`config.mk`:
```
export PLATFORM = sky130hd
export DESIGN_NAME = risky_operand
export DESIGN_NICKNAME = d
export VERILOG_FILES = /design/src/rtl/risky_pkg.sv /design/src/rtl/risky_operand.sv
export SDC_FILE = /design/constraint.sdc
export NUM_CORES = 2
export LEC_CHECK = 0
export BUFFER_PORTS_ARGS = -buffer_cell sky130_fd_sc_hd__clkbuf_2
export CORE_AREA = 2 2 310 312
export CTS_CLUSTER_SIZE = 25
export DETAILED_ROUTE_END_ITERATION = 16
export DIE_AREA = 0 0 312 314
export PLACE_DENSITY = 0.82
export SLEW_MARGIN = 20
export SYNTH_ARGS = -nofsm -noshare
export SYNTH_HDL_FRONTEND = slang
export SYNTH_SLANG_ARGS = --single-unit
```
`constraint.sdc`:
```
create_clock -name clk -period 4.9 [get_ports clk]
set_clock_uncertainty 0.15 [all_clocks]
set_input_delay 0.735 -clock clk [delete_from_list [all_inputs] [get_ports clk]]
set_output_delay 0.735 -clock clk [all_outputs]
set_load 0.005 [all_outputs]
```
`src/rtl/risky_pkg.sv`:
```
// Shared word and field types, opcode and funct codes, instruction class enum
`default_nettype none

package risky_pkg;

    typedef logic [31:0] word_t;     // Data word, pc or immediate
    typedef logic [4:0]  reg_addr_t;
    typedef logic [2:0]  funct3_t;
    typedef logic [6:0]  funct7_t;
    typedef logic [6:0]  opcode_t;

    // Decoded instruction classes
    typedef enum logic [2:0] {
        class_none,
        class_lui,
        class_auipc,
        class_jal,
        class_jalr,
        class_branch,
        class_alu_reg,
        class_alu_imm
    } inst_class_t;

    // Major opcodes
    localparam opcode_t op_lui     = 7'b0110111;
    localparam opcode_t op_auipc   = 7'b0010111;
    localparam opcode_t op_jal     = 7'b1101111;
    localparam opcode_t op_jalr    = 7'b1100111;
    localparam opcode_t op_branch  = 7'b1100011;
    localparam opcode_t op_alu_imm = 7'b0010011;
    localparam opcode_t op_alu_reg = 7'b0110011;

    // Branch compare codes
    localparam funct3_t f3_beq  = 3'b000;
    localparam funct3_t f3_bne  = 3'b001;
    localparam funct3_t f3_blt  = 3'b100;
    localparam funct3_t f3_bge  = 3'b101;
    localparam funct3_t f3_bltu = 3'b110;
    localparam funct3_t f3_bgeu = 3'b111;

    // ALU operations
    localparam funct3_t f3_add  = 3'b000; // ADD and SUB
    localparam funct3_t f3_sll  = 3'b001;
    localparam funct3_t f3_slt  = 3'b010;
    localparam funct3_t f3_sltu = 3'b011;
    localparam funct3_t f3_xor  = 3'b100;
    localparam funct3_t f3_sr   = 3'b101; // SRL and SRA
    localparam funct3_t f3_or   = 3'b110;
    localparam funct3_t f3_and  = 3'b111;

    // M extension, multiplies only
    localparam funct3_t f3_mul    = 3'b000;
    localparam funct3_t f3_mulh   = 3'b001;
    localparam funct3_t f3_mulhsu = 3'b010;
    localparam funct3_t f3_mulhu  = 3'b011;

    localparam funct7_t f7_base = 7'b0000000;
    localparam funct7_t f7_alt  = 7'b0100000; // SUB, SRA
    localparam funct7_t f7_mul  = 7'b0000001;

endpackage

`default_nettype wire
```
`src/rtl/risky_operand.sv`:
```
// Operand stage: register file, read bypass and operand registers
`default_nettype none

module risky_operand import risky_pkg::*; (
    input  wire logic        clk,
    input  wire logic        rst_n,
    input  wire logic        d_valid,
    input  wire inst_class_t d_class,
    input  wire reg_addr_t   d_rd,
    input  wire reg_addr_t   d_rs1,
    input  wire reg_addr_t   d_rs2,
    input  wire funct3_t     d_funct3,
    input  wire funct7_t     d_funct7,
    input  wire word_t       d_imm,
    input  wire word_t       d_pc,
    input  wire logic        x_fwd_valid,
    input  wire reg_addr_t   x_fwd_rd,
    input  wire word_t       x_fwd_data,
    input  wire logic        wb_valid,
    input  wire reg_addr_t   wb_rd,
    input  wire word_t       wb_data,
    output logic             o_valid,
    output inst_class_t      o_class,
    output reg_addr_t        o_rd,
    output funct3_t          o_funct3,
    output funct7_t          o_funct7,
    output word_t            o_rs1_val,
    output word_t            o_rs2_val,
    output word_t            o_imm,
    output word_t            o_pc
);

    word_t regs [32];
    word_t rs1_val;
    word_t rs2_val;

    // Write-back port, x0 never written
    always_ff @(posedge clk) begin
        if (!rst_n) begin
            for (int i = 0; i < 32; i++) begin
                regs[i] <= '0;
            end
        end else if (wb_valid && wb_rd != '0) begin
            regs[wb_rd] <= wb_data;
        end
    end

    // Youngest result wins
    assign rs1_val = (x_fwd_valid && x_fwd_rd == d_rs1) ? x_fwd_data :
                     (wb_valid && wb_rd == d_rs1)       ? wb_data    : regs[d_rs1];
    assign rs2_val = (x_fwd_valid && x_fwd_rd == d_rs2) ? x_fwd_data :
                     (wb_valid && wb_rd == d_rs2)       ? wb_data    : regs[d_rs2];

    always_ff @(posedge clk) begin
        if (!rst_n) begin
            o_valid <= 1'b0;
            o_class <= class_none;
        end else begin
            o_valid <= d_valid;
            o_class <= d_class;
        end
    end

    always_ff @(posedge clk) begin
        o_rd      <= d_rd;
        o_funct3  <= d_funct3;
        o_funct7  <= d_funct7;
        o_rs1_val <= rs1_val;
        o_rs2_val <= rs2_val;
        o_imm     <= d_imm;
        o_pc      <= d_pc;
    end

endmodule

`default_nettype wire

```
Word-level counts from Yosys, hierarchy flattened

Memory sizes are Yosys's and may differ from the RTL's.
Index checks and enable logic that the tools add are counted.

Bits in registers: 147
Bits in writable memories: 1024
Input port bits: 171
Output and inout port bits: 147
Memories kept: 1

Equal/unequal tests: 4
Muxes and demuxes: 11
Reductions and logical operators: 7

Memories:

| name | depth | width | read ports | clocked after memory_dff | write ports | line                | source |
|---|---|---|---|---|---|---|---|
| regs | 32    | 32    | 2          | 0                        | 32          | risky_operand.sv:33 | `word_t regs [32];` |

Operators with widths:

| cell              | count |
|---|---|
| $mux 32           | 5 |
| $reduce_or 32->1  | 1 |
| $eq 5x5->1        | 4 |
| $logic_and 1x1->1 | 5 |
| $mux 1            | 5 |
| $mux 5            | 1 |
| $reduce_bool 5->1 | 1 |

Longest topological paths before layout

Depth in word-level cells: 7
Gate-level depth with buffers: 10
Depth with buffers taken out: 5

Worst setup path after synthesis

Ideal clock, no wire load.

Path kind: input-to-reg
From: input wb_rd[2]
To: memory regs[1][0] (netlist bit) (enable)
Library setup time: 466 ps
Arrival time: 3909 ps
Setup slack: 375 ps
Cell stages on the path: 5
Buffers on the path: 3
Cells stage by stage: buf_2 > or3_1 > clkbuf_1 > clkbuf_1 > o21ai_0

RTL lines:

| what            | line                | source |
|---|---|---|
| start, declared | risky_operand.sv:20 | `input wire reg_addr_t wb_rd,` |
| end, declared   | risky_operand.sv:33 |  |

Final worst setup path

From: input d_rs1[0]
To: register o_rs1_val[24]

Cells in the longest elaborated chain, start to end: 4
Elaborated cells on any way between the ends: 7
Those cells by class: eq/ne (2); mux (2); reduce/logical (2); memory (1)

Ends and longest elaborated chain:

| what                                                  | line                | source |
|---|---|---|
| start, declared                                       | risky_operand.sv:10 | `input wire reg_addr_t d_rs1,` |
| branches (longest 3 deep; another with $mem_v2 32x32) | n/a                 |  |
| $mux 32 *                                             | risky_operand.sv:49 | `assign rs1_val = (x_fwd_valid && x_fwd_rd == d_rs1) ? x_fwd_data :` |
| net rs1_val[24]                                       | risky_operand.sv:34 | `word_t rs1_val;` |
| end signal, assigned                                  | risky_operand.sv:68 | `o_rs1_val <= rs1_val;` |
| end, declared                                         | risky_operand.sv:27 | `output word_t o_rs1_val,` |

Mark *: on every way through the listed nets, which the timed path passes.
A chain may end at the register's enable or synchronous reset.

==> results_dict.tcl <==
set metrics [dict create \
    worstMarginPinSlew_ps 1197 \
    path_clk_slew_ps 60 \
    comb_power_share_pct 13.1 \
    setup_viol 0 \
    nNetsFinal 4282 \
    crit_type "input port to register" \
    crit_cells 7 \
    whs_path_depth 2 \
    yosys_register_bits 1171 \
    gr-usage-met2_pct 57.02 \
    r2r_setup_slack_ps 2480 \
    crit_fanout 49 \
    cts_buffers 117 \
    syn2layout_area_growth_pct 13.12 \
    cts_buffer_depth 3 \
    postSynthAreaPerCell_um2 14.79 \
    grt_overflow_total 0 \
    powerDensity_mw_per_mm2 366.7 \
    critPathBufInv 2 \
    syn_area_mm2 0.05819 \
    yosysTopAreaCellShare_pct 52.84 \
    vias 42274 \
    drv_cap 0 \
    die-area_mm2 0.09797 \
    post-route-period-util_pct 65.53 \
    grt_usage_pct 38.61 \
    hold_class "input port to register" \
    place.port_buffers 317 \
    clock_sinks 1171 \
    synth_common_cells "1024 x edfxtp_1, 932 x nor3_1, 516 x mux4_2, 354 x clkbuf_1, 206 x mux2i_1" \
    grt_max_degree 176 \
    yosysTopAreaCell "edfxtp_1" \
    synth.area.top_cells "edfxtp_1 53%, mux4_2 20%, nor3_1 8.0%, dfxtp_1 5.1%, mux2i_1 3.5%" \
    htree_levels 3 \
    drtPass1Iterations 8 \
    clockRootBuffer "clkbuf_16" \
    cp.required_ps 5260 \
    crit_path_end "o_rs1_val[24]$_DFF_P_" \
    place_hpwl_mm 110.9 \
    synth_cell_types 49 \
    worstPathCellList "buf_8 -> xor2_1 -> nor4_1 -> buf_4 -> and3_2 -> a22oi_1 -> o21ai_0" \
    seqPwrFrac_pct 48.8 \
    row_count 113 \
    clkPwrFrac_pct 38.1 \
    gp_congestion 0.9435 \
    min_period_ps 3211 \
    startpoint "d_rs1[0]" \
    fmax_mhz 311.4 \
    worstSetupEndpointType "register" \
    async_reset_ff_share_pct 0 \
    grt_pass1_vias 42168 \
    r2r_start "regs[3][28]$_SDFFCE_PN0P_" \
    fp.dieW_um 312 \
    grt_antenna_before_repair 8 \
    drcViolationCount 0 \
    swShare_pct 25.62 \
    cts_tree "done" \
    yosysWarnings 0 \
    startpoint_type "input port" \
    grt_use_met3_pct 14.23 \
    grt_pass1_wl_mm 275.7 \
    post-cts-setup-buffers 0 \
    busiest_layer "met2" \
    clkLatencyLatePin_ps 730 \
    start_util_pct 61.62 \
    drive_above_1_share_pct 29.11 \
    synth_cells 3935 \
    crit_family "compound AO/OA/AOI/OAI gates" \
    slew-limit-headroom_pct 20.23 \
    finalMaxSlewViolations 0 \
    cts-resized-gates 0 \
    routed_wirelength_mm 189.8 \
    rsz0062_at_grt "no" \
    drtAntennaViolNets 0 \
    r2r-end "o_rs2_val[28]$_DFF_P_" \
    dieHeight_um 314 \
    utilization_pct 69.70 \
    reg2regPathDepth 5 \
    power.switching_w 0.006184 \
    ys_seq_area_share_pct 57.90 \
    synth-edff-count 1024 \
    final.setup.tns_ps 0 \
    status "finished clean" \
    max_stage_delay_ps 1000 \
    io_pins 318 \
    routed_via_density 7.716 \
    synth.most_common_cell "edfxtp_1" \
    ir_drop_v 0.0003283 \
    drt-initial-drc-count 7523 \
    synth_flop_cell "edfxtp_1" \
    finalHoldViolations 0 \
    wl_per_cell_um 34.65 \
    p_int_w 0.01796 \
    core_region_area_mm2 0.09445 \
    globalRouteMet1Util_pct 48.89 \
    leakagePower_nw 21.79 \
    holdBufCountCts 79 \
    worstPathArrival_ps 3580 \
    cp_slowest_cell "a22oi_1" \
]
-- area by class of cell --
cell class	instances	area [µm²]
Antenna cell	3	7.507
Clock buffer	166	3378
Clock inverter	53	533.0
Fill cell	6035	28620
Inverter	49	183.9
Multi-Input combinational cell	2228	22530
Sequential cell	1171	33690
Tap cell	1265	1583
Timing Repair Buffer	544	3921
-- state kept, by name, summed over array words and instances (netlist names) --
| register | cells |
|---|---|
| o_rs2_val | 32 |
| o_rs1_val | 32 |
| o_funct3 | 3 |
| o_pc | 32 |
| o_imm | 32 |
| o_valid | 1 |
| o_rd | 5 |
| o_class | 3 |
| regs | 1024 |
| o_funct7 | 7 |
-- per-stage QoR --
stage / std cells / area, µm² / setup slack (ps) / power, W / hold WS [ps]
after floorplan: 3966 / 58310 / 374.9 / 0.01371 / 612.7
after global routing: 5476 / 65820 / 1775 / 0.02456 / 61.40
after CTS: 5476 / 65820 / 1915 / 0.02394 / 42.77
final: 5479 / 65830 / 1689 / 0.02414 / 64.81
after global placement: 5178 / 61120 / 1217 / 0.01483 / 687.4
after detailed placement: 5178 / 61120 / 1141 / 0.01493 / 688.9
-- how the worst min path moves through the flow --
stage | start | endpoint | slack, ps
floorplan | d_funct3[0] | o_funct3[0]$_DFF_P_ | 610
global placement | d_pc[20] | o_pc[20]$_DFF_P_ | 690
detailed placement | d_imm[9] | o_imm[9]$_DFF_P_ | 690
CTS | d_class[1] | o_class[1]$_SDFF_PN0_ | 40
global route | d_valid | o_valid$_SDFF_PN0_ | 60
finish | d_valid | o_valid$_SDFF_PN0_ | 60
-- layer usage --
layer | up-vias | part of all wire, % | wire length [µm]
met5 | - | 0.036 | 69
met4 | 10 | 7.6 | 14390
met3 | 886 | 17 | 32850
met2 | 4564 | 45 | 84480
met1 | 20653 | 31 | 58040
li1 | 16161 | - | -
-- power by group through the flow --
stage | Sequential (W) | Combinational [W] | Clock [W]
detailed placement | 0.0120 | 0.00297 | 0
CTS | 0.0118 | 0.00304 | 0.00914
global placement | 0.0119 | 0.00293 | 0
finish | 0.0118 | 0.00317 | 0.00919
floorplan | 0.0119 | 0.00184 | 0
global route | 0.0118 | 0.00322 | 0.00952
-- logic make-up (layout without fill, tap and decap cells) --
group	Yosys count	in the layout	share of synthesized area, %
simple gates	1199	1199	10.42
flops	1171	1171	57.90
mux	732	732	23.96
buf+inv	567	812	4.358
compound gates	245	245	3.053
xor+xnor	20	20	0.3010
other cells	1	35	0.006444
-- placed cells by master, fill, tap and decap left out, drive strengths merged, types with 4 or more instances in the layout --
cell and instances:
nand3b 5, a221oi 4, o21ai 52, a22oi 122, nor3 932, and2 70
clkinv 47, inv 46, conb 32, nand4b 16, bufinv 8, nand4 17
buf 154, mux4 526, nand2 78, o221ai 30, nor2 40, clkbuf 477
a221o 12, nand3 20, a21oi 8, xor2 8, dfxtp 147, nor4 5
edfxtp 1024, dlygate4sd3 79, mux2i 206, xnor2 12, nor2b 6
-- worst register-to-register path, stage by stage, from the launching register on --
cell      delay (ps)
edfxtp_1         390
mux4_4           600
mux4_2           540
nor2_1           130
a311o_1          300
o221ai_1         170
No activity file was read; power rests on OpenSTA's default activity.
