--- config.mk ---
export PLATFORM = sky130hd
export DESIGN_NAME = risky_execute
export DESIGN_NICKNAME = d
export VERILOG_FILES = /design/src/rtl/risky_pkg.sv /design/src/rtl/risky_execute.sv
export SDC_FILE = /design/constraint.sdc
export NUM_CORES = 2
export LEC_CHECK = 0
export BUFFER_PORTS_ARGS = -buffer_cell sky130_fd_sc_hd__buf_2
export CAP_MARGIN = 30
export CELL_PAD_IN_SITES_DETAIL_PLACEMENT = 2
export CELL_PAD_IN_SITES_GLOBAL_PLACEMENT = 2
export CORE_ASPECT_RATIO = 1.2
export CORE_UTILIZATION = 24
export CTS_BUF_LIST = sky130_fd_sc_hd__clkbuf_2
export DETAILED_ROUTE_END_ITERATION = 10
export PLACE_DENSITY_LB_ADDON = 0.12
export SLEW_MARGIN = 20
export SYNTH_ARGS = -nofsm -noshare
export SYNTH_HDL_FRONTEND = slang
export SYNTH_SLANG_ARGS = --single-unit
--- constraint.sdc ---
create_clock -name clk -period 12.15 [get_ports clk]
set_input_delay 1.8225 -clock clk [delete_from_list [all_inputs] [get_ports clk]]
set_output_delay 1.8225 -clock clk [all_outputs]
set_load 0.01 [all_outputs]
--- src/rtl/risky_pkg.sv ---
// Shared word and field types, opcode and funct codes, instruction class enum
`default_nettype none

package risky_pkg;

    typedef logic [31:0] word_t;     // Data word, pc or immediate
    typedef logic [4:0]  reg_addr_t;
    typedef logic [2:0]  funct3_t;
    typedef logic [6:0]  funct7_t;
    typedef logic [6:0]  opcode_t;

    // Decoded instruction classes
    typedef enum logic [2:0] {
        class_none,
        class_lui,
        class_auipc,
        class_jal,
        class_jalr,
        class_branch,
        class_alu_reg,
        class_alu_imm
    } inst_class_t;

    // Major opcodes
    localparam opcode_t op_lui     = 7'b0110111;
    localparam opcode_t op_auipc   = 7'b0010111;
    localparam opcode_t op_jal     = 7'b1101111;
    localparam opcode_t op_jalr    = 7'b1100111;
    localparam opcode_t op_branch  = 7'b1100011;
    localparam opcode_t op_alu_imm = 7'b0010011;
    localparam opcode_t op_alu_reg = 7'b0110011;

    // Branch compare codes
    localparam funct3_t f3_beq  = 3'b000;
    localparam funct3_t f3_bne  = 3'b001;
    localparam funct3_t f3_blt  = 3'b100;
    localparam funct3_t f3_bge  = 3'b101;
    localparam funct3_t f3_bltu = 3'b110;
    localparam funct3_t f3_bgeu = 3'b111;

    // ALU operations
    localparam funct3_t f3_add  = 3'b000; // ADD and SUB
    localparam funct3_t f3_sll  = 3'b001;
    localparam funct3_t f3_slt  = 3'b010;
    localparam funct3_t f3_sltu = 3'b011;
    localparam funct3_t f3_xor  = 3'b100;
    localparam funct3_t f3_sr   = 3'b101; // SRL and SRA
    localparam funct3_t f3_or   = 3'b110;
    localparam funct3_t f3_and  = 3'b111;

    // M extension, multiplies only
    localparam funct3_t f3_mul    = 3'b000;
    localparam funct3_t f3_mulh   = 3'b001;
    localparam funct3_t f3_mulhsu = 3'b010;
    localparam funct3_t f3_mulhu  = 3'b011;

    localparam funct7_t f7_base = 7'b0000000;
    localparam funct7_t f7_alt  = 7'b0100000; // SUB, SRA
    localparam funct7_t f7_mul  = 7'b0000001;

endpackage

`default_nettype wire
--- src/rtl/risky_execute.sv ---
// Execute stage with ALU, multiplier, branch compare, target adders and write-back registers
`default_nettype none

module risky_execute import risky_pkg::*; #(
    parameter bit enable_mul = 1'b1
) (
    input  wire logic        clk,
    input  wire logic        rst_n,
    input  wire logic        o_valid,
    input  wire inst_class_t o_class,
    input  wire reg_addr_t   o_rd,
    input  wire funct3_t     o_funct3,
    input  wire funct7_t     o_funct7,
    input  wire word_t       o_rs1_val,
    input  wire word_t       o_rs2_val,
    input  wire word_t       o_imm,
    input  wire word_t       o_pc,
    output logic             x_fwd_valid,
    output reg_addr_t        x_fwd_rd,
    output word_t            x_fwd_data,
    output logic             wb_valid,
    output reg_addr_t        wb_rd,
    output word_t            wb_data,
    output logic             redirect_valid,
    output word_t            redirect_pc
);

    word_t              alu_b;
    word_t              alu_res;
    logic               alu_ok;
    logic               mul_sel;
    logic               mul_a_sign;
    logic               mul_b_sign;
    logic signed [65:0] product;
    logic               br_taken;
    word_t              result;
    logic               wr_en;
    logic               take;
    word_t              target;

    assign alu_b = (o_class == class_alu_imm) ? o_imm : o_rs2_val;

    // One 33x33 signed multiplier covers all four variants
    assign mul_sel    = enable_mul && o_class == class_alu_reg && o_funct7 == f7_mul;
    assign mul_a_sign = o_rs1_val[31] && (o_funct3 == f3_mulh || o_funct3 == f3_mulhsu);
    assign mul_b_sign = o_rs2_val[31] && (o_funct3 == f3_mulh);
    assign product    = $signed({{33{mul_a_sign}}, mul_a_sign, o_rs1_val}) *
                        $signed({{33{mul_b_sign}}, mul_b_sign, o_rs2_val});

    always_comb begin
        alu_res = '0;
        alu_ok  = 1'b1;
        if (mul_sel) begin
            alu_ok  = o_funct3 inside {f3_mul, f3_mulh, f3_mulhsu, f3_mulhu}; // No divide
            alu_res = (o_funct3 == f3_mul) ? product[31:0] : product[63:32];
        end else begin
            case ({o_funct7, o_funct3})
                {f7_base, f3_add}:  alu_res = o_rs1_val + alu_b;
                {f7_alt, f3_add}:   alu_res = o_rs1_val - alu_b;
                {f7_base, f3_sll}:  alu_res = o_rs1_val << alu_b[4:0];
                {f7_base, f3_slt}:  alu_res = {31'd0, $signed(o_rs1_val) < $signed(alu_b)};
                {f7_base, f3_sltu}: alu_res = {31'd0, o_rs1_val < alu_b};
                {f7_base, f3_xor}:  alu_res = o_rs1_val ^ alu_b;
                {f7_base, f3_sr}:   alu_res = o_rs1_val >> alu_b[4:0];
                {f7_alt, f3_sr}:    alu_res = $signed(o_rs1_val) >>> alu_b[4:0];
                {f7_base, f3_or}:   alu_res = o_rs1_val | alu_b;
                {f7_base, f3_and}:  alu_res = o_rs1_val & alu_b;
                default:            alu_ok  = 1'b0;
            endcase
        end
    end

    always_comb begin
        case (o_funct3)
            f3_beq:  br_taken = o_rs1_val == o_rs2_val;
            f3_bne:  br_taken = o_rs1_val != o_rs2_val;
            f3_blt:  br_taken = $signed(o_rs1_val) < $signed(o_rs2_val);
            f3_bge:  br_taken = $signed(o_rs1_val) >= $signed(o_rs2_val);
            f3_bltu: br_taken = o_rs1_val < o_rs2_val;
            f3_bgeu: br_taken = o_rs1_val >= o_rs2_val;
            default: br_taken = 1'b0; // Codes 2 and 3 never branch
        endcase
    end

    always_comb begin
        result = o_pc + 32'd4; // Link value
        wr_en  = 1'b0;
        take   = 1'b0;
        target = o_pc + o_imm;
        case (o_class)
            class_lui: begin
                result = o_imm;
                wr_en  = 1'b1;
            end
            class_auipc: begin
                result = target;
                wr_en  = 1'b1;
            end
            class_jal: begin
                wr_en = 1'b1;
                take  = 1'b1;
            end
            class_jalr: begin
                wr_en  = 1'b1;
                take   = 1'b1;
                target = o_rs1_val + o_imm;
                target[0] = 1'b0;
            end
            class_branch:  take = br_taken;
            class_alu_reg,
            class_alu_imm: begin
                result = alu_res;
                wr_en  = alu_ok;
            end
            default: ;
        endcase
    end

    // Bypass carries the value that lands in wb_data
    assign x_fwd_valid = o_valid && wr_en && o_rd != '0;
    assign x_fwd_rd    = o_rd;
    assign x_fwd_data  = result;

    always_ff @(posedge clk) begin
        if (!rst_n) begin
            wb_valid       <= 1'b0;
            redirect_valid <= 1'b0;
        end else begin
            wb_valid       <= x_fwd_valid;
            redirect_valid <= o_valid && take;
        end
    end

    always_ff @(posedge clk) begin
        wb_rd       <= o_rd;
        wb_data     <= result;
        redirect_pc <= target;
    end

endmodule

`default_nettype wire

* Word level (Yosys, flattened, before mapping)
Index checks and enable logic that the tools add are counted.
** Word-level totals
- Register bits after elaboration :: 71
- Input bits :: 149
- Output and inout bits :: 109
** Cells by class
- Eq/ne operators :: 26
- Shift-type cells :: 3
- Mux-type cells :: 11
- $mul :: 1
- Reduce and logical (&&, ||, !) cells :: 15
- Magnitude comparators :: 6
- Add/sub/neg operators :: 5
- Bitwise gates (word level) :: 3
** Operator list (count)
- $pmux W32 S10 :: 1
- $lt A32 B32 Y1 :: 4
- $mux W32 :: 4
- $add A32 B32 Y32 :: 3
- $pmux W32 S3 :: 1
- $ge A32 B32 Y1 :: 2
- $mul A33 B33 Y64 :: 1
- $eq A10 B3 Y1 const B :: 4
- $add A32 B3 Y32 const B :: 1
- $and A32 B32 Y32 :: 1
- $eq A32 B32 Y1 :: 1
- $ne A32 B32 Y1 :: 1
- $or A32 B32 Y32 :: 1
- $shl A32 B5 Y32 :: 1
- $shr A32 B5 Y32 :: 1
- $sshr A32 B5 Y32 :: 1
- $sub A32 B32 Y32 :: 1
- $xor A32 B32 Y32 :: 1
- $eq A3 B3 Y1 const B :: 8
- $eq A10 B2 Y1 const B :: 2
- $eq A10 B9 Y1 const B :: 2
- $eq A3 B2 Y1 const B :: 4
- $eq A10 B1 Y1 const B :: 1
- $logic_not A10 Y1 :: 1
- other kinds (13) :: 22

* Longest topological paths before layout
- Word-level depth :: 7
- Mapped depth :: 33
- Gate-level depth less buffers :: 31

* Worst setup path after synthesis
OpenSTA, ideal clock, no wires.
- Path kind :: input -> output
- Start :: input port o_funct3[0]
- End :: output port x_fwd_data[25]
- Stages :: 29
- Required time :: 10.327 ns
- Buffers on the path :: 2
- Arrival :: 10.208 ns
- Path slack :: 0.120 ns
- Cells stage by stage :: clkbuf_1 nor2b_1 nor2_1 nor3_1 clkbuf_1 nand2_1 fa_1 fa_1 inv_1 fa_1 inv_1 fa_1 inv_1 fa_1 fa_1 fa_1 inv_1 fa_1 inv_1 ha_1 a221o_1 a21oi_1 o21ai_1 o311ai_1 nand2_1 a31oi_1 mux2i_1 a311o_1 nand2_1
** Between the ends
- Word-level cells in the longest chain between the ends :: 7
- Elaborated cells between the ends (all ways) :: 21
- Those cells by class :: 1 x mul; 11 x eq/ne; 4 x mux; 5 x reduce/logical
** Ends and longest elaborated chain
- start, declared :: RTL line risky_execute.sv:12 : input wire funct3_t o_funct3,
- $eq A3 B1 Y1 or $eq A3 B2 Y1 (tied branches) :: RTL line risky_execute.sv:45, risky_execute.sv:46
- $logic_or A1 B1 Y1 :: RTL line risky_execute.sv:45 : assign mul_a_sign = o_rs1_val[31] && (o_funct3 == f3_mulh || o_funct3 == f3_mulhsu);
- $logic_and A1 B1 Y1 :: RTL line risky_execute.sv:45
- $mul A33 B33 Y64 :: RTL line risky_execute.sv:47 : assign product = $signed({{33{mul_a_sign}}, mul_a_sign, o_rs1_val}) *
- $mux W32 :: RTL line risky_execute.sv:55 : alu_res = (o_funct3 == f3_mul) ? product[31:0] : product[63:32];
- $mux W32 * :: RTL line risky_execute.sv:53 : if (mul_sel) begin
- $pmux W32 S3 * :: RTL line risky_execute.sv:90 : case (o_class)
- end, declared :: RTL line risky_execute.sv:20 : output word_t x_fwd_data,
Mark *: on every way between the ends. The rest lies on a longest branch, timed or not.

* Worst setup path in the final report
- Start :: input port o_rs1_val[7]
- End :: output port x_fwd_data[24]
** Between the ends
- Word-level cells in the longest chain between the ends :: 4
- Elaborated cells between the ends (all ways) :: 10
- Those cells by class :: 2 x add/sub; 1 x mul; 3 x shift; 4 x mux
** Ends and longest elaborated chain
- start, declared :: RTL line risky_execute.sv:14 : input wire word_t o_rs1_val,
- $mul A33 B33 Y64, or another cell as far along :: RTL line risky_execute.sv:47
- $mux W32 or $pmux W32 S10 (tied branches) :: RTL line risky_execute.sv:55, risky_execute.sv:57
- $mux W32 * :: RTL line risky_execute.sv:53
- $pmux W32 S3 * :: RTL line risky_execute.sv:90
Marks and branches as above.

==> results_dict.tcl <==
set metrics [dict create \
    grt_pass1_wl_um 445700 \
    worstPathArrival_ps 10180 \
    slowest_delay_ps 900 \
    finalCritPeriodShare_pct 98.79 \
    async_reset_ff_share_pct 0 \
    worst-path-max-fanout 8 \
    ys_seq_area_share_pct 2.621 \
    dp_hpwl_um 272800 \
    fp.dieW_um 435.9 \
    crit_family "adder cells" \
    layout_common_cells "inv_1, fa_1, nand2_1, buf_4, nor2_1" \
    synthFlopType "dfxtp_1" \
    cts_max_level 3 \
    fin_cells 10180 \
    drive_above_1_share_pct 15.88 \
    status "finished, final reports clean" \
    drc 0 \
    syn_nets 8349 \
    worstMarginPinSlew_ps 1132 \
    ys_types 105 \
    report.final.hold_viol_count 0 \
    dr_wl_met2_um 152600 \
    vias 50640 \
    clk_pin_slew_worst_paths_ps 230 \
    clock_path_buffers 2 \
    placedCellCount 10140 \
    routed_wl_um 314700 \
    multi_input_area_sq_mm 0.04702 \
    synthCells 6636 \
    synth_edf_count 0 \
    regArea_sq_mm 0.001421 \
    antenna_found_initial 29 \
    grt_pass1_vias 57730 \
    cts_tree "built" \
    gp_congestion 0.9551 \
    ys_seq_elements 71 \
    layout.nets 8904 \
    die_h_um 522.7 \
    ant_nets 0 \
    maxCapViolCount 0 \
    worst_setup_path_end_kind "primary output" \
    core_sq_mm 0.2239 \
    hp-class "input pin to flop" \
    netlist_area_sq_mm 0.05423 \
    critPathLaunchType "input pin" \
    grt_max_degree 52 \
    hold_path_depth 1 \
    final_common_cell "inv_1" \
    overflow 0 \
    synthToLayoutAreaGrowth_pct 18.80 \
    clock-root-buffer "clkbuf_2" \
    core.rowCount 190 \
    via_per_inst 4.973 \
    io_buffer_count 257 \
    fill_cells 25620 \
    hp-start "o_rd[2]" \
    fmax_mhz 83.31 \
    cts.sinks 71 \
    die_area_sq_mm 0.2279 \
    final.min_clock_period_ps 12000 \
    top_layer "met5" \
    slowest_stage "xor2_1" \
    cp_data_required_time_ps 10330 \
    dr.pass1.iters 6 \
    drv_slew 0 \
    wl_per_cell_um 30.90 \
    numCtsBuffers 9 \
    wl_met3_um 10680 \
    ys_warn_count 0 \
    initial_core_util_pct 24.22 \
    setup-violations-final 0 \
    avgSynthCellArea_sq_um 8.172 \
    crit_buf_inv 10 \
    grt.total_usage_pct 27.55 \
    critPathKind "input pin to primary output" \
    min_delay_worst_endpoint "wb_rd[2]" \
    drt_iter0_markers 2650 \
    met1_length_um 136000 \
    hold_buffers 0 \
    slew_headroom_pct 24.27 \
    cp_common_cell "fa_1" \
    startpoint "o_rs1_val[7]" \
    io_pins 258 \
]
-- per-layer routing --
layer  GRT usage, %  vias up
met5              0        -
met4          11.40        8
met3          1.993      335
met2          47.79     1218
met1          35.27    27170
li1               -    21910
-- Yosys cell counts (34+ instances only) --
| cell | number | area, sq um |
|---|---|---|
| clkbuf_1 | 242 | 908.4 |
| a21o_1 | 84 | 630.6 |
| o21ai_0 | 212 | 1061 |
| o211ai_1 | 35 | 262.8 |
| ha_1 | 435 | 5443 |
| nor3_1 | 61 | 305.3 |
| a21oi_1 | 287 | 1436 |
| inv_1 | 1312 | 4925 |
| mux2i_1 | 132 | 1321 |
| xnor2_1 | 98 | 858.3 |
| mux2_2 | 35 | 394.1 |
| a211oi_1 | 54 | 405.4 |
| fa_1 | 1129 | 22600 |
| a31oi_1 | 45 | 281.5 |
| and2_1 | 44 | 275.3 |
| dfxtp_1 | 71 | 1421 |
| nand3_1 | 80 | 400.4 |
| buf_1 | 70 | 262.8 |
| nor2_1 | 521 | 1956 |
| xor2_1 | 56 | 490.5 |
| nand2_1 | 985 | 3697 |
| o21bai_1 | 34 | 255.2 |
-- final cells by class --
type	count	share of cell area [%]
Multi-Input combinational cell	4862	72.98
Inverter	1345	7.867
Clock buffer	9	0.06991
Clock inverter	7	0.07574
Antenna cell	12	0.04661
Sequential cell	71	2.206
Tap cell	2976	5.780
Timing Repair Buffer	902	10.98
-- registers in the layout (all words and copies together), names as in the netlist --
| register | count |
|---|---|
| redirect_pc | 32 |
| redirect_valid | 1 |
| wb_data | 32 |
| wb_rd | 5 |
| wb_valid | 1 |
-- worst max-delay path by stage --
stage	to	slack [ps]	cells after the start
5_1_grt	x_fwd_data[19]	-30	34
3_3_place_gp	x_fwd_data[29]	-530	33
6_report	x_fwd_data[24]	150	31
2_1_floorplan	x_fwd_data[25]	120	29
3_5_place_dp	x_fwd_data[29]	-660	34
4_1_cts	x_fwd_data[14]	1	40
-- stage by stage --
step,TNS (ps),cell area (sq um),hold WS [ps],utilization [%],setup slack (ps)
after global placement,-7277,63350,1951,28.29,-532.9
after floorplan,0,54230,1850,-,120.0
after detailed placement,-9426,63420,1953,28.32,-661.0
after global routing,-91.27,64400,1112,28.76,-34.66
final,0,64430,1205,28.77,146.6
after CTS,0,63890,1063,28.53,1.359
-- cell families (layout without fill, tap and decap cells) --
family	Yosys count	in the layout	synth area share, %
simple gates	1912	1912	15.04
mux	173	173	3.350
buf+inv	1703	2263	11.98
fa+ha+maj	1564	1564	51.71
other cells	0	12	0
xor+xnor	154	154	2.487
compound gates	1059	1059	12.80
flops	71	71	2.621
-- repair_timing --
action,in CTS,in global routing
cloned,1,0
gates resized for setup,64,99
setup endpoints to repair,29,27
setup buffers,7,9
hold endpoints to repair,0,0
pin swaps,27,65
Power is left out: the tool's default activity adds up to more than one toggle a clock period on the data nets, which glitch-free logic cannot reach.
