### src/rtl/risky_pkg.sv
// Shared word and field types, opcode and funct codes, instruction class enum
`default_nettype none

package risky_pkg;

    typedef logic [31:0] word_t;     // Data word, pc or immediate
    typedef logic [4:0]  reg_addr_t;
    typedef logic [2:0]  funct3_t;
    typedef logic [6:0]  funct7_t;
    typedef logic [6:0]  opcode_t;

    // Decoded instruction classes
    typedef enum logic [2:0] {
        class_none,
        class_lui,
        class_auipc,
        class_jal,
        class_jalr,
        class_branch,
        class_alu_reg,
        class_alu_imm
    } inst_class_t;

    // Major opcodes
    localparam opcode_t op_lui     = 7'b0110111;
    localparam opcode_t op_auipc   = 7'b0010111;
    localparam opcode_t op_jal     = 7'b1101111;
    localparam opcode_t op_jalr    = 7'b1100111;
    localparam opcode_t op_branch  = 7'b1100011;
    localparam opcode_t op_alu_imm = 7'b0010011;
    localparam opcode_t op_alu_reg = 7'b0110011;

    // Branch compare codes
    localparam funct3_t f3_beq  = 3'b000;
    localparam funct3_t f3_bne  = 3'b001;
    localparam funct3_t f3_blt  = 3'b100;
    localparam funct3_t f3_bge  = 3'b101;
    localparam funct3_t f3_bltu = 3'b110;
    localparam funct3_t f3_bgeu = 3'b111;

    // ALU operations
    localparam funct3_t f3_add  = 3'b000; // ADD and SUB
    localparam funct3_t f3_sll  = 3'b001;
    localparam funct3_t f3_slt  = 3'b010;
    localparam funct3_t f3_sltu = 3'b011;
    localparam funct3_t f3_xor  = 3'b100;
    localparam funct3_t f3_sr   = 3'b101; // SRL and SRA
    localparam funct3_t f3_or   = 3'b110;
    localparam funct3_t f3_and  = 3'b111;

    // M extension, multiplies only
    localparam funct3_t f3_mul    = 3'b000;
    localparam funct3_t f3_mulh   = 3'b001;
    localparam funct3_t f3_mulhsu = 3'b010;
    localparam funct3_t f3_mulhu  = 3'b011;

    localparam funct7_t f7_base = 7'b0000000;
    localparam funct7_t f7_alt  = 7'b0100000; // SUB, SRA
    localparam funct7_t f7_mul  = 7'b0000001;

endpackage

`default_nettype wire
### src/rtl/risky_decode.sv
// Decode stage: opcode classification, immediate build, registered fields
`default_nettype none

module risky_decode import risky_pkg::*; (
    input  wire logic    clk,
    input  wire logic    rst_n,
    input  wire logic    instr_valid,
    input  wire word_t   instr,
    input  wire word_t   instr_pc,
    output inst_class_t  d_class,
    output logic         d_valid,
    output reg_addr_t    d_rd,
    output reg_addr_t    d_rs1,
    output reg_addr_t    d_rs2,
    output funct3_t      d_funct3,
    output funct7_t      d_funct7,
    output word_t        d_imm,
    output word_t        d_pc
);

    opcode_t     opcode;
    funct3_t     funct3;
    inst_class_t cls;
    word_t       imm;
    logic        is_shift;

    assign opcode   = instr[6:0];
    assign funct3   = instr[14:12];
    assign is_shift = (funct3 == f3_sll) || (funct3 == f3_sr);

    always_comb begin
        case (opcode)
            op_lui:     cls = class_lui;
            op_auipc:   cls = class_auipc;
            op_jal:     cls = class_jal;
            op_jalr:    cls = class_jalr;
            op_branch:  cls = class_branch;
            op_alu_reg: cls = class_alu_reg;
            op_alu_imm: cls = class_alu_imm;
            default:    cls = class_none; // Loads, stores, system and junk
        endcase
    end

    // Sign-extended immediate by format
    always_comb begin
        case (cls)
            class_lui,
            class_auipc:   imm = {instr[31:12], 12'd0};
            class_jal:     imm = {{12{instr[31]}}, instr[19:12], instr[20], instr[30:21], 1'b0};
            class_branch:  imm = {{20{instr[31]}}, instr[7], instr[30:25], instr[11:8], 1'b0};
            class_jalr,
            class_alu_imm: imm = {{20{instr[31]}}, instr[31:20]};
            default:       imm = '0;
        endcase
    end

    always_ff @(posedge clk) begin
        if (!rst_n) begin
            d_valid <= 1'b0;
            d_class <= class_none;
        end else begin
            d_valid <= instr_valid;
            d_class <= cls;
        end
    end

    always_ff @(posedge clk) begin
        d_rd     <= instr[11:7];
        d_rs1    <= instr[19:15];
        d_rs2    <= instr[24:20];
        d_funct3 <= funct3;
        // Upper immediate bits are not a funct7 except on shifts
        d_funct7 <= (cls == class_alu_imm && !is_shift) ? f7_base : instr[31:25];
        d_imm    <= imm;
        d_pc     <= instr_pc;
    end

endmodule

`default_nettype wire

### config.mk
export PLATFORM = sky130hd
export DESIGN_NAME = risky_decode
export DESIGN_NICKNAME = d
export VERILOG_FILES = /design/src/rtl/risky_pkg.sv /design/src/rtl/risky_decode.sv
export SDC_FILE = /design/constraint.sdc
export NUM_CORES = 1
export LEC_CHECK = 0
export BUFFER_PORTS_ARGS = -buffer_cell sky130_fd_sc_hd__buf_2
export CAP_MARGIN = 30
export CORE_AREA = 5 5 91 93
export CTS_CLUSTER_SIZE = 25
export DETAILED_ROUTE_END_ITERATION = 10
export DIE_AREA = 0 0 96 98
export GPL_ROUTABILITY_DRIVEN = 1
export PLACE_DENSITY_LB_ADDON = 0.15
export SLEW_MARGIN = 25
export SYNTH_ARGS = -nofsm -noshare
export SYNTH_HDL_FRONTEND = slang
export SYNTH_SLANG_ARGS = --single-unit
### constraint.sdc
create_clock -name clk -period 4 [get_ports clk]
set_input_delay 0.2 -clock clk [delete_from_list [all_inputs] [get_ports clk]]
set_output_delay 0.2 -clock clk [all_outputs]
set_load 0.005 [all_outputs]
# After elaboration in Yosys (flattened, before gate mapping)
# Index checks and enable logic that the tools add are counted.
dict set report totals {
  regBits 93
  latchBits 0
  ramBits 0
  rom_bits 0
  inputBits 67
  out_inout_bits 93
  wordCells 31
  memories 0
}
dict set report op_classes {
  n_addsub 0
  multipliers 0
  div 0
  magnitude_cmp 0
  n_eq_ne 15
  shift 0
  muxes 2
  n_bitwise 0
  n_reduce_logical 5
}
# operator n
set op_table {}
lappend op_table {{32-bit one-hot mux with 4 select lines} 1}
lappend op_table {{7-bit equality test, second input constant} 3}
lappend op_table {{3-bit one-hot mux with 7 select lines} 1}
lappend op_table {{7-bit by 5-bit equality test with 1-bit output, second input constant} 2}
lappend op_table {{7-bit by 6-bit equality test with 1-bit output, second input constant} 2}
lappend op_table {{3-bit equality test, second input constant} 4}
lappend op_table {{3-bit by 1-bit equality test with 1-bit output, second input constant} 2}
lappend op_table {{3-bit by 2-bit equality test with 1-bit output, second input constant} 2}
lappend op_table {{2-bit OR reduction} 2}
lappend op_table {{1-bit logical AND} 1}
lappend op_table {{1-bit zero test} 1}
lappend op_table {{1-bit logical OR} 1}

# Logic depth before layout (Yosys ltp)
# Gate-level depths: netlist (run 1).
dict set report depth {
  ltp_word 5
  mapped_depth 6
  ltp_nobuf 4
}

# Least setup slack after synthesis (run 1)
# No wires, ideal clock.
dict set report synth_timing {
  path_type {input port to flip-flop}
  from {input port instr[5]}
  to {register d_funct7[0]}
  setup_ps 127
  t_arrival_ps 1294
  t_required_ps 3873
  path_slack_ps 2579
  path_stages 4
  path_buffers 0
  path_cell_list {or4b_4 > a2bb2oi_2 > a211oi_4 > nor2b_1}
}
dict set report synth_between {
  elab_chain_cells 4
  elab_cells_between_ends 10
  cone_classes {eq/ne: 8; mux: 1; reduce/logical: 1}
}
# element line_no
set synth_lines {}
lappend synth_lines {{start, declared} risky_decode.sv:8} ;# input wire word_t instr,
lappend synth_lines {{7-bit by 5-bit equality test with 1-bit output (tied with other cells)} risky_decode.sv:32} ;# case (opcode)
lappend synth_lines {{3-bit one-hot mux with 7 select lines *} risky_decode.sv:32}
lappend synth_lines {{3-bit equality test *} risky_decode.sv:73} ;# d_funct7 <= (cls == class_alu_imm && !is_shift) ? f7_base : instr[31:25];
lappend synth_lines {{1-bit logical AND *} risky_decode.sv:73}
lappend synth_lines {{end signal, assigned} risky_decode.sv:73}
lappend synth_lines {{end, declared} risky_decode.sv:16} ;# output funct7_t d_funct7,
# Every way passes the cells marked *; elsewhere a longest branch is shown, timed or not.
# A chain may end at the register's enable or synchronous reset.

# Worst setup path after layout (run 1)
dict set report layout_timing {
  from {input port instr[5]}
  to {register d_imm[21]}
}
dict set report layout_between {
  elab_chain_cells 5
  elab_cells_between_ends 17
  cone_classes {eq/ne: 13; mux: 2; reduce/logical: 2}
}
# element line_no
set layout_lines {}
lappend layout_lines {{7-bit by 5-bit equality test with 1-bit output (tied with other cells)} risky_decode.sv:32}
lappend layout_lines {{3-bit one-hot mux with 7 select lines *} risky_decode.sv:32}
lappend layout_lines {{3-bit equality test (tied with other cells)} risky_decode.sv:46} ;# case (cls)
lappend layout_lines {{2-bit OR reduction} risky_decode.sv:46}
lappend layout_lines {{32-bit one-hot mux with 4 select lines *} risky_decode.sv:46}
lappend layout_lines {{net imm[21]} risky_decode.sv:24} ;# word_t imm;
lappend layout_lines {{end signal, assigned} risky_decode.sv:74} ;# d_imm <= imm;
lappend layout_lines {{end, declared} risky_decode.sv:17} ;# output word_t d_imm,
# The timed path passes the listed nets; every way through them passes the cells marked *.

==> qor.yml, run 1 <==
cts_buffers: 9
drive_gt1_share_pct: 48.5
synth.area.mux_share_pct: 0
crit_required_ns: 4.30
vdd_ir_drop_max_v: 0.000234
max_freq_ghz: 0.660
ys_seq_area_share_pct: 74.1
synth_area_leaders: "dfxtp_1 74%, a21o_2 3.8%, a21o_1 2.4%"
port_buffers: 159
rsz0062_at_grt: "false"
root_buffer: "clkbuf_8"
max_cap_viol_count: 0
synth_cell_types: 33
htreeDepth: 3
grt_max_degree: 18
yosys.area_share.simple_pct: 11.1
antenna_found_initial: 0
post_cts_buffers: 0
grt_usage_pct: 15.5
synthCells: 181
core_area_um2: 7450
min_to: "d_valid"
yosys_warnings: 0
synthArstFlopShare_pct: 0
synth_edf_count: 0
cts.sinks: 93
synth_area_leader_cell: "dfxtp_1"
clk_pin_slew_worst_paths_ns: 0.09
critPathCaptureType: "flip-flop"
area_delta_synth_final_pct: 62.6
grt_pass1_wl_mm: 11.1
drtPass1Iterations: 4
place_congestion: 0.818
postPlaceCellArea_um2: 3390
drt-initial-drc-count: 34
ys_ff_latch: 93
tightest_slew_ns: 0.681
cp-start-kind: "primary input"
synth.most_common_cell: "dfxtp_1"
die_x_um: 96
avgSynthCellArea_um2: 13.9
holdBufCountCts: 49
period_share_pct: 37.9
synth_xor_area_share_pct: 0
maxSlewHeadroom_pct: 54.4
vias: 2106
cp.arrival_ns: 1.81
nets: 464
synth_fa_ha_area_share_pct: 0
layout_min_cycle_time_ns: 1.52
fin_util_pct: 54.9
die_area_um2: 9410
ys.flop_type: "dfxtp_1"
drc: 0
crit_type: "primary input to flip-flop"
fin_setup_tns_ns: 0
antenna_cells: 0
fin_area_um2: 4090
worstHoldStart: "instr_valid"
clockBufferDepth: 2
drt-total-wl_mm: 7.27
cts_tree: "built"
path_max_fanout: 11
power.density_nw_per_um2: 419
first_global_vias: 2147
antenna_left: 0
wl_per_cell_um: 14.4
synth_top_family_by_area: "compound AO/OA/AOI/OAI gates"
overflow: 0
place_hpwl_mm: 5.15
leakage_nw: 2.08
hold_depth: 2
start_util_pct: 33.7
synthesis.area_um2: 2510
hold_violations: 0
synth_common_cells: "93 x dfxtp_1, 11 x a21o_2, 10 x nor2_1"
setup_viol: 0
slew_violations: 0
syn_nets: 248
synth_compound_area_share_pct: 12.5
totalPowerFinal_mw: 1.71
die_h_um: 98
synth_top_area_share_pct: 74.1
outcome: "completed"
rows: 32
hold_path.class: "primary input to flip-flop"
io_pins: 160
ctsResizeCount: 0
viasPerCell: 4.18
==> cell type report <==
cell class	instances	area [um2]
well taps	102	128
inverters	2	7.51
clock buffers	10	138
fillers	651	3360
clock inverters	6	55.1
repair buffers	210	1300
flip-flops and latches	93	1860
multi-input cells	81	593
==> per-stage QoR <==
stage | setup WS (ns) | std cells | hold slack, ns
4_1_cts | 2.48 | 503 | 0.00518
3_5_place_dp | 2.11 | 438 | 0.304
6_report | 2.48 | 504 | 0.0484
3_3_place_gp | 2.15 | 438 | 0.303
5_1_grt | 2.37 | 504 | 0.0399
2_1_floorplan | 2.58 | 181 | 0.228
==> worst max-delay path: stages <==
cell and delay (ns):
buf_2 0.13, or4b_4 0.57, a2bb2oi_2 0.16, nor3b_2 0.59
a21o_2 0.16
==> kinds of logic (layout without fill, tap and decap cells) <==
group | count (synthesis) | count (layout)
compound gates | 37 | 37
buf+inv | 7 | 228
simple gates | 44 | 44
flops | 93 | 93
==> per-layer routing <==
metal / GRT usage [%] / wire (um) / up-vias / part of all wire, %
met1: 15.9 / 2650 / 941 / 36
met2: 27.3 / 3610 / 105 / 50
met5: 0 / 0 / - / 0
li1: - / - / 1050 / -
met3: 6.78 / 890 / 10 / 12
met4: 5.69 / 117 / 0 / 1.6
==> state kept, by name (all words and copies together) (netlist names) <==
signal,cells
d_funct3,3
d_rd,5
d_funct7,7
d_valid,1
d_class,3
d_rs2,5
d_pc,32
d_imm,32
d_rs1,5
==> report_power, final <==
| part | total [mW] | switching (mW) | internal, mW |
|---|---|---|---|
| registers | 0.969 | 0.00768 | 0.961 |
| clock network | 0.591 | 0.336 | 0.255 |
| logic | 0.153 | 0.0622 | 0.0912 |
| total | 1.71 | 0.406 | 1.31 |
==> how the worst max path moves through the flow <==
| stage | startpoint | to | slack, ns | depth (start not counted) |
|---|---|---|---|---|
| finish | instr[5] | d_imm[21] | 2.48 | 5 |
| global route | instr[5] | d_imm[21] | 2.37 | 5 |
| CTS | instr[5] | d_imm[21] | 2.48 | 5 |
| detailed placement | instr[5] | d_imm[20] | 2.11 | 5 |
| global placement | instr[5] | d_imm[23] | 2.15 | 5 |
| floorplan | instr[5] | d_funct7[0] | 2.58 | 4 |
==> cell usage in the layout (no fill, tap or decap), drive strengths merged, types with 5 or more instances in the layout <==
master and count:
a21o 19, a22oi 7, and2 8, buf 160
clkbuf 10, dfxtp 93, dlygate4sd3 50, inv 5
nor2 10, nor2b 7
(Power assumes the default switching activity.)
==> inputs of run 2 (changes only) <==
==> constraint.sdc (replaced) <==
create_clock -name clk -period 1.3 [get_ports clk]
set_input_delay 0.065 -clock clk [delete_from_list [all_inputs] [get_ports clk]]
set_output_delay 0.065 -clock clk [all_outputs]
set_load 0.005 [all_outputs]
==> run 2 against run 1 <==
  * Core utilization rose by 3.7 points
  * Cell count increased by 5.6%
  * Sequential power increased to 3.1 times the previous value
  * Worst setup slack lost 2.4 ns
  * Sequential share of layout area shrank 2.9 points
  * Combinational power grew to 3.5 times the previous value
  * Non-clock buffer count grew 28
  * Die area unchanged
==> qor.yml, run 2 (same netlist as run 1, synthesis figures left out) <==
max_cap_viol_count: 0
drtPass1Iterations: 7
dp.cells: 456
post_cts_buffers: 0
die_x_um: 96
antenna_cells: 0
layout_min_cycle_time_ns: 1.18
whs_ns: 0.0305
die_area_um2: 9410
grt_max_degree: 17
postPlaceCellArea_um2: 3540
tightest_slew_ns: 0.577
cp-start-kind: "primary input"
setup_viol: 0
slowest_stage: "dlygate4sd3_1"
drive_gt1_share_pct: 49.3
place_congestion: 0.729
cts_tree: "built"
leakage_nw: 2.24
viasPerCell: 4.19
critPathCaptureType: "flip-flop"
hold_path.class: "primary input to flip-flop"
final_common_cell: "buf_2"
rows: 32
grt_usage_pct: 15.7
drt-total-wl_mm: 7.40
start_util_pct: 33.7
vdd_ir_drop_max_v: 0.000653
path_max_fanout: 7
root_buffer: "clkbuf_8"
fillCellCount: 643
clk_pin_slew_worst_paths_ns: 0.09
cp_top_family: "buffers and inverters"
htreeDepth: 3
fin_util_pct: 58.6
max_freq_ghz: 0.848
layout_common_cells: "159 x buf_2, 93 x dfxtp_1, 60 x dlygate4sd3_1"
ctsResizeCount: 0
slew_violations: 0
final-seq-area_um2: 1860
crit_required_ns: 1.53
maxSlewHeadroom_pct: 61.4
cts.sinks: 93
drt-initial-drc-count: 43
clockBufferDepth: 2
grt_pass1_wl_mm: 11.3
crit_type: "primary input to flip-flop"
cp.arrival_ns: 1.41
crit_chain: "dlygate4sd3_1 > buf_2 > inv_1 > o221ai_1 > a211oi_4 > nor2b_1"
place_hpwl_mm: 5.27
core_area_um2: 7450
wl_per_cell_um: 13.9
first_global_vias: 2306
reg_top3: "d_imm: 32 flops, d_pc: 32 flops, d_funct7: 7 flops"
fin_cells: 532
cts_buffers: 9
antenna_left: 0
multiInputGateArea_um2: 593
antenna_found_initial: 0
rsz0062_at_grt: "false"
drc: 0
io_pins: 160
critical_path_buf_inv_count: 3
vias: 2231
nets: 492
die_h_um: 98
slowest_delay_ns: 0.53
area_delta_synth_final_pct: 73.7
overflow: 0
fin_area_um2: 4360
hold_violations: 0
period_share_pct: 90.7
outcome: "completed"
power.density_nw_per_um2: 1280
port_buffers: 159
==> run 2: changes by cell type in the layout (fill, tap and decap cells not counted), sizes merged <==
cell / change
buf: +18
inv: -1
dlygate4sd3: +10
clkinvlp: -1
bufinv: +2
==> run 2: worst paths after layout <==
| check | cells past startpoint | start | to |
|---|---|---|---|
| min | 2 | instr[0] | d_imm[31] |
| max | 6 | instr[12] | d_funct7[4] |
==> run 2: per-stage QoR <==
step / total power [mW] / TNS, ns / worst slack [ns]
floorplan: 3.16 / 0 / 0.0136
global placement: 3.44 / -4.44 / -0.186
detailed placement: 3.44 / -4.56 / -0.212
CTS: 5.69 / 0 / 0.0519
global route: 5.87 / 0 / 0.0151
finish: 5.61 / 0 / 0.121
==> run 2: layer usage <==
layer / GRT usage (%) / vias up / part of all wire, %
li1: - / 1104 / -
met1: 16.0 / 1012 / 36
met2: 28.7 / 108 / 51
met3: 6.09 / 7 / 12
met4: 4.92 / 0 / 1.2
met5: 0 / - / 0
==> run 2: final cells by class <==
class | count | area share, %
Clock buffer | 10 | 2.93
Inverter | 2 | 0.172
Timing Repair Buffer | 238 | 35.6
Multi-Input combinational cell | 81 | 13.6
Sequential cell | 93 | 42.7
Clock inverter | 6 | 2.15
Tap cell | 102 | 2.93
==> run 2: where the power goes <==
part	switching, mW	internal (mW)	leakage (nW)
Sequential	0.0249	2.96	0.772
Clock	0.993	1.10	0.107
Combinational	0.199	0.330	1.36
Total	1.22	4.39	2.24
==> run 2: timing repair <==
item                                    4_1_cts  5_1_grt
hold buffers                                 60        0
endpoints found under the hold margin        87        0
endpoints found under the setup margin        0        5
==> inputs of run 3 (changes only) <==
--- a/config.mk
+++ b/config.mk
@@ -7,10 +7,10 @@
 export LEC_CHECK = 0
 export BUFFER_PORTS_ARGS = -buffer_cell sky130_fd_sc_hd__buf_2
 export CAP_MARGIN = 30
-export CORE_AREA = 5 5 91 93
+export CORE_AREA = 5 5 76 112
 export CTS_CLUSTER_SIZE = 25
 export DETAILED_ROUTE_END_ITERATION = 10
-export DIE_AREA = 0 0 96 98
+export DIE_AREA = 0 0 81 117
 export GPL_ROUTABILITY_DRIVEN = 1
 export PLACE_DENSITY_LB_ADDON = 0.15
 export SLEW_MARGIN = 25
==> run 3 against run 2 <==
  * First-iteration DRC count rose by 84%
  * Critical path depth did not move
  * Cell count fell by 0.19%
  * Combinational power fell by 0.8%
  * Maximum frequency fell by 0.21%
  * Highest routed layer unchanged
  * Routed wire length rose by 5.5%
  * Via count rose by 1.3%
  * Clock-buffer cell count rose by 1
  * Design area rose by 2.2%
  * Global-route usage rose by 1.0 points
  * Die area rose by 0.73%
  * Core utilization rose by 0.72 points
==> qor.yml, run 3 (same netlist as run 1, synthesis figures left out) <==
outcome: "completed"
place_hpwl_mm: 5.47
antenna_left: 0
antenna_found_initial: 0
die_h_um: 117
rows: 39
hold_violations: 0
drt-total-wl_mm: 7.81
crit_chain: "dlygate4sd3_1 > buf_2 > inv_1 > o221ai_1 > a211oi_4 > nor2b_1"
path_max_fanout: 7
core_area_um2: 7510
overflow: 0
clockBufferDepth: 2
area_delta_synth_final_pct: 77.4
drive_gt1_share_pct: 49.4
cts_buffers: 9
critPathCaptureType: "flip-flop"
tightest_slew_ns: 0.548
layout_common_cells: "159 x buf_2, 93 x dfxtp_1, 60 x dlygate4sd3_1"
drtPass1Iterations: 4
post_cts_buffers: 0
io_pins: 160
fin_area_um2: 4460
slew_violations: 0
root_buffer: "clkbuf_16"
vias: 2259
place_congestion: 0.875
hold_path.class: "primary input to flip-flop"
cp-startpoint: "instr[12]"
port_buffers: 159
power.density_nw_per_um2: 1420
whs_ns: 0.0386
setup_viol: 0
antenna_cells: 0
grt_max_degree: 16
worstHoldStart: "instr[0]"
grt_usage_pct: 16.7
fin_util_pct: 59.3
die_x_um: 81
ctsResizeCount: 0
viasPerCell: 4.25
dp.cells: 455
max_cap_viol_count: 0
cp.arrival_ns: 1.39
grt_pass1_wl_mm: 11.7
first_global_vias: 2345
fillCellCount: 642
fin_cells: 531
leakage_nw: 2.29
slowest_stage: "dlygate4sd3_1"
drt-initial-drc-count: 79
wl_per_cell_um: 14.7
start_util_pct: 33.4
htreeDepth: 3
postPlaceCellArea_um2: 3520
drc: 0
maxSlewHeadroom_pct: 62.9
final_common_cell: "buf_2"
cts.sinks: 93
crit_type: "primary input to flip-flop"
max_freq_ghz: 0.846
cts_tree: "built"
rsz0062_at_grt: "false"
crit_required_ns: 1.51
cp-start-kind: "primary input"
vdd_ir_drop_max_v: 0.000627
layout_min_cycle_time_ns: 1.18
die_area_um2: 9480
period_share_pct: 90.9
slowest_delay_ns: 0.53
clk_pin_slew_worst_paths_ns: 0.06
nets: 491
reg_top3: "d_imm: 32 flops, d_pc: 32 flops, d_funct7: 7 flops"
## run 3: per-stage QoR
step / setup WS, ns / power (mW) / setup TNS, ns
floorplan: 0.0136 / 3.16 / 0
global placement: -0.189 / 3.43 / -4.02
detailed placement: -0.227 / 3.44 / -4.34
CTS: 0.0625 / 6.41 / 0
global route: 0.0211 / 6.56 / 0
finish: 0.118 / 6.33 / 0
## run 3: report_power, final
group / switching (mW) / internal (mW)
clock network: 1.02 / 1.79
logic: 0.203 / 0.323
registers: 0.0275 / 2.96
## run 3: layout make-up
type	instances	area, um2	share of cell area (%)
Clock buffer	11	253	5.67
Sequential cell	93	1860	41.8
Clock inverter	5	82.6	1.85
Multi-Input combinational cell	81	593	13.3
Tap cell	102	128	2.86
Timing Repair Buffer	237	1530	34.4
Inverter	2	7.51	0.168
## run 3: critical path, delay by kind of cell
kind | cells | cell delay [ns]
buffers and inverters | 3 | 0.72
AO/OA/AOI/OAI | 2 | 0.52
AND/OR/NAND/NOR | 1 | 0.08
## run 3: path summary, 6_finish.rpt
check | endpoint | slack, ns | cells after the start
max | d_funct7[3] | 0.12 | 6
min | d_imm[31] | 0.04 | 2
## run 3: timing repair
| item | 4_1_cts | 5_1_grt |
|---|---|---|
| hold buffers | 60 | 0 |
| endpoints found under the hold margin | 87 | 0 |
| endpoints found under the setup margin | 0 | 7 |
## run 3: metal layers
metal	GRT usage (%)	vias to the layer above	part of all wire, %
met5	0	-	0
met4	7.44	0	1.8
met3	5.74	11	9.4
met2	31.2	106	53
met1	16.3	1038	36
li1	-	1104	-
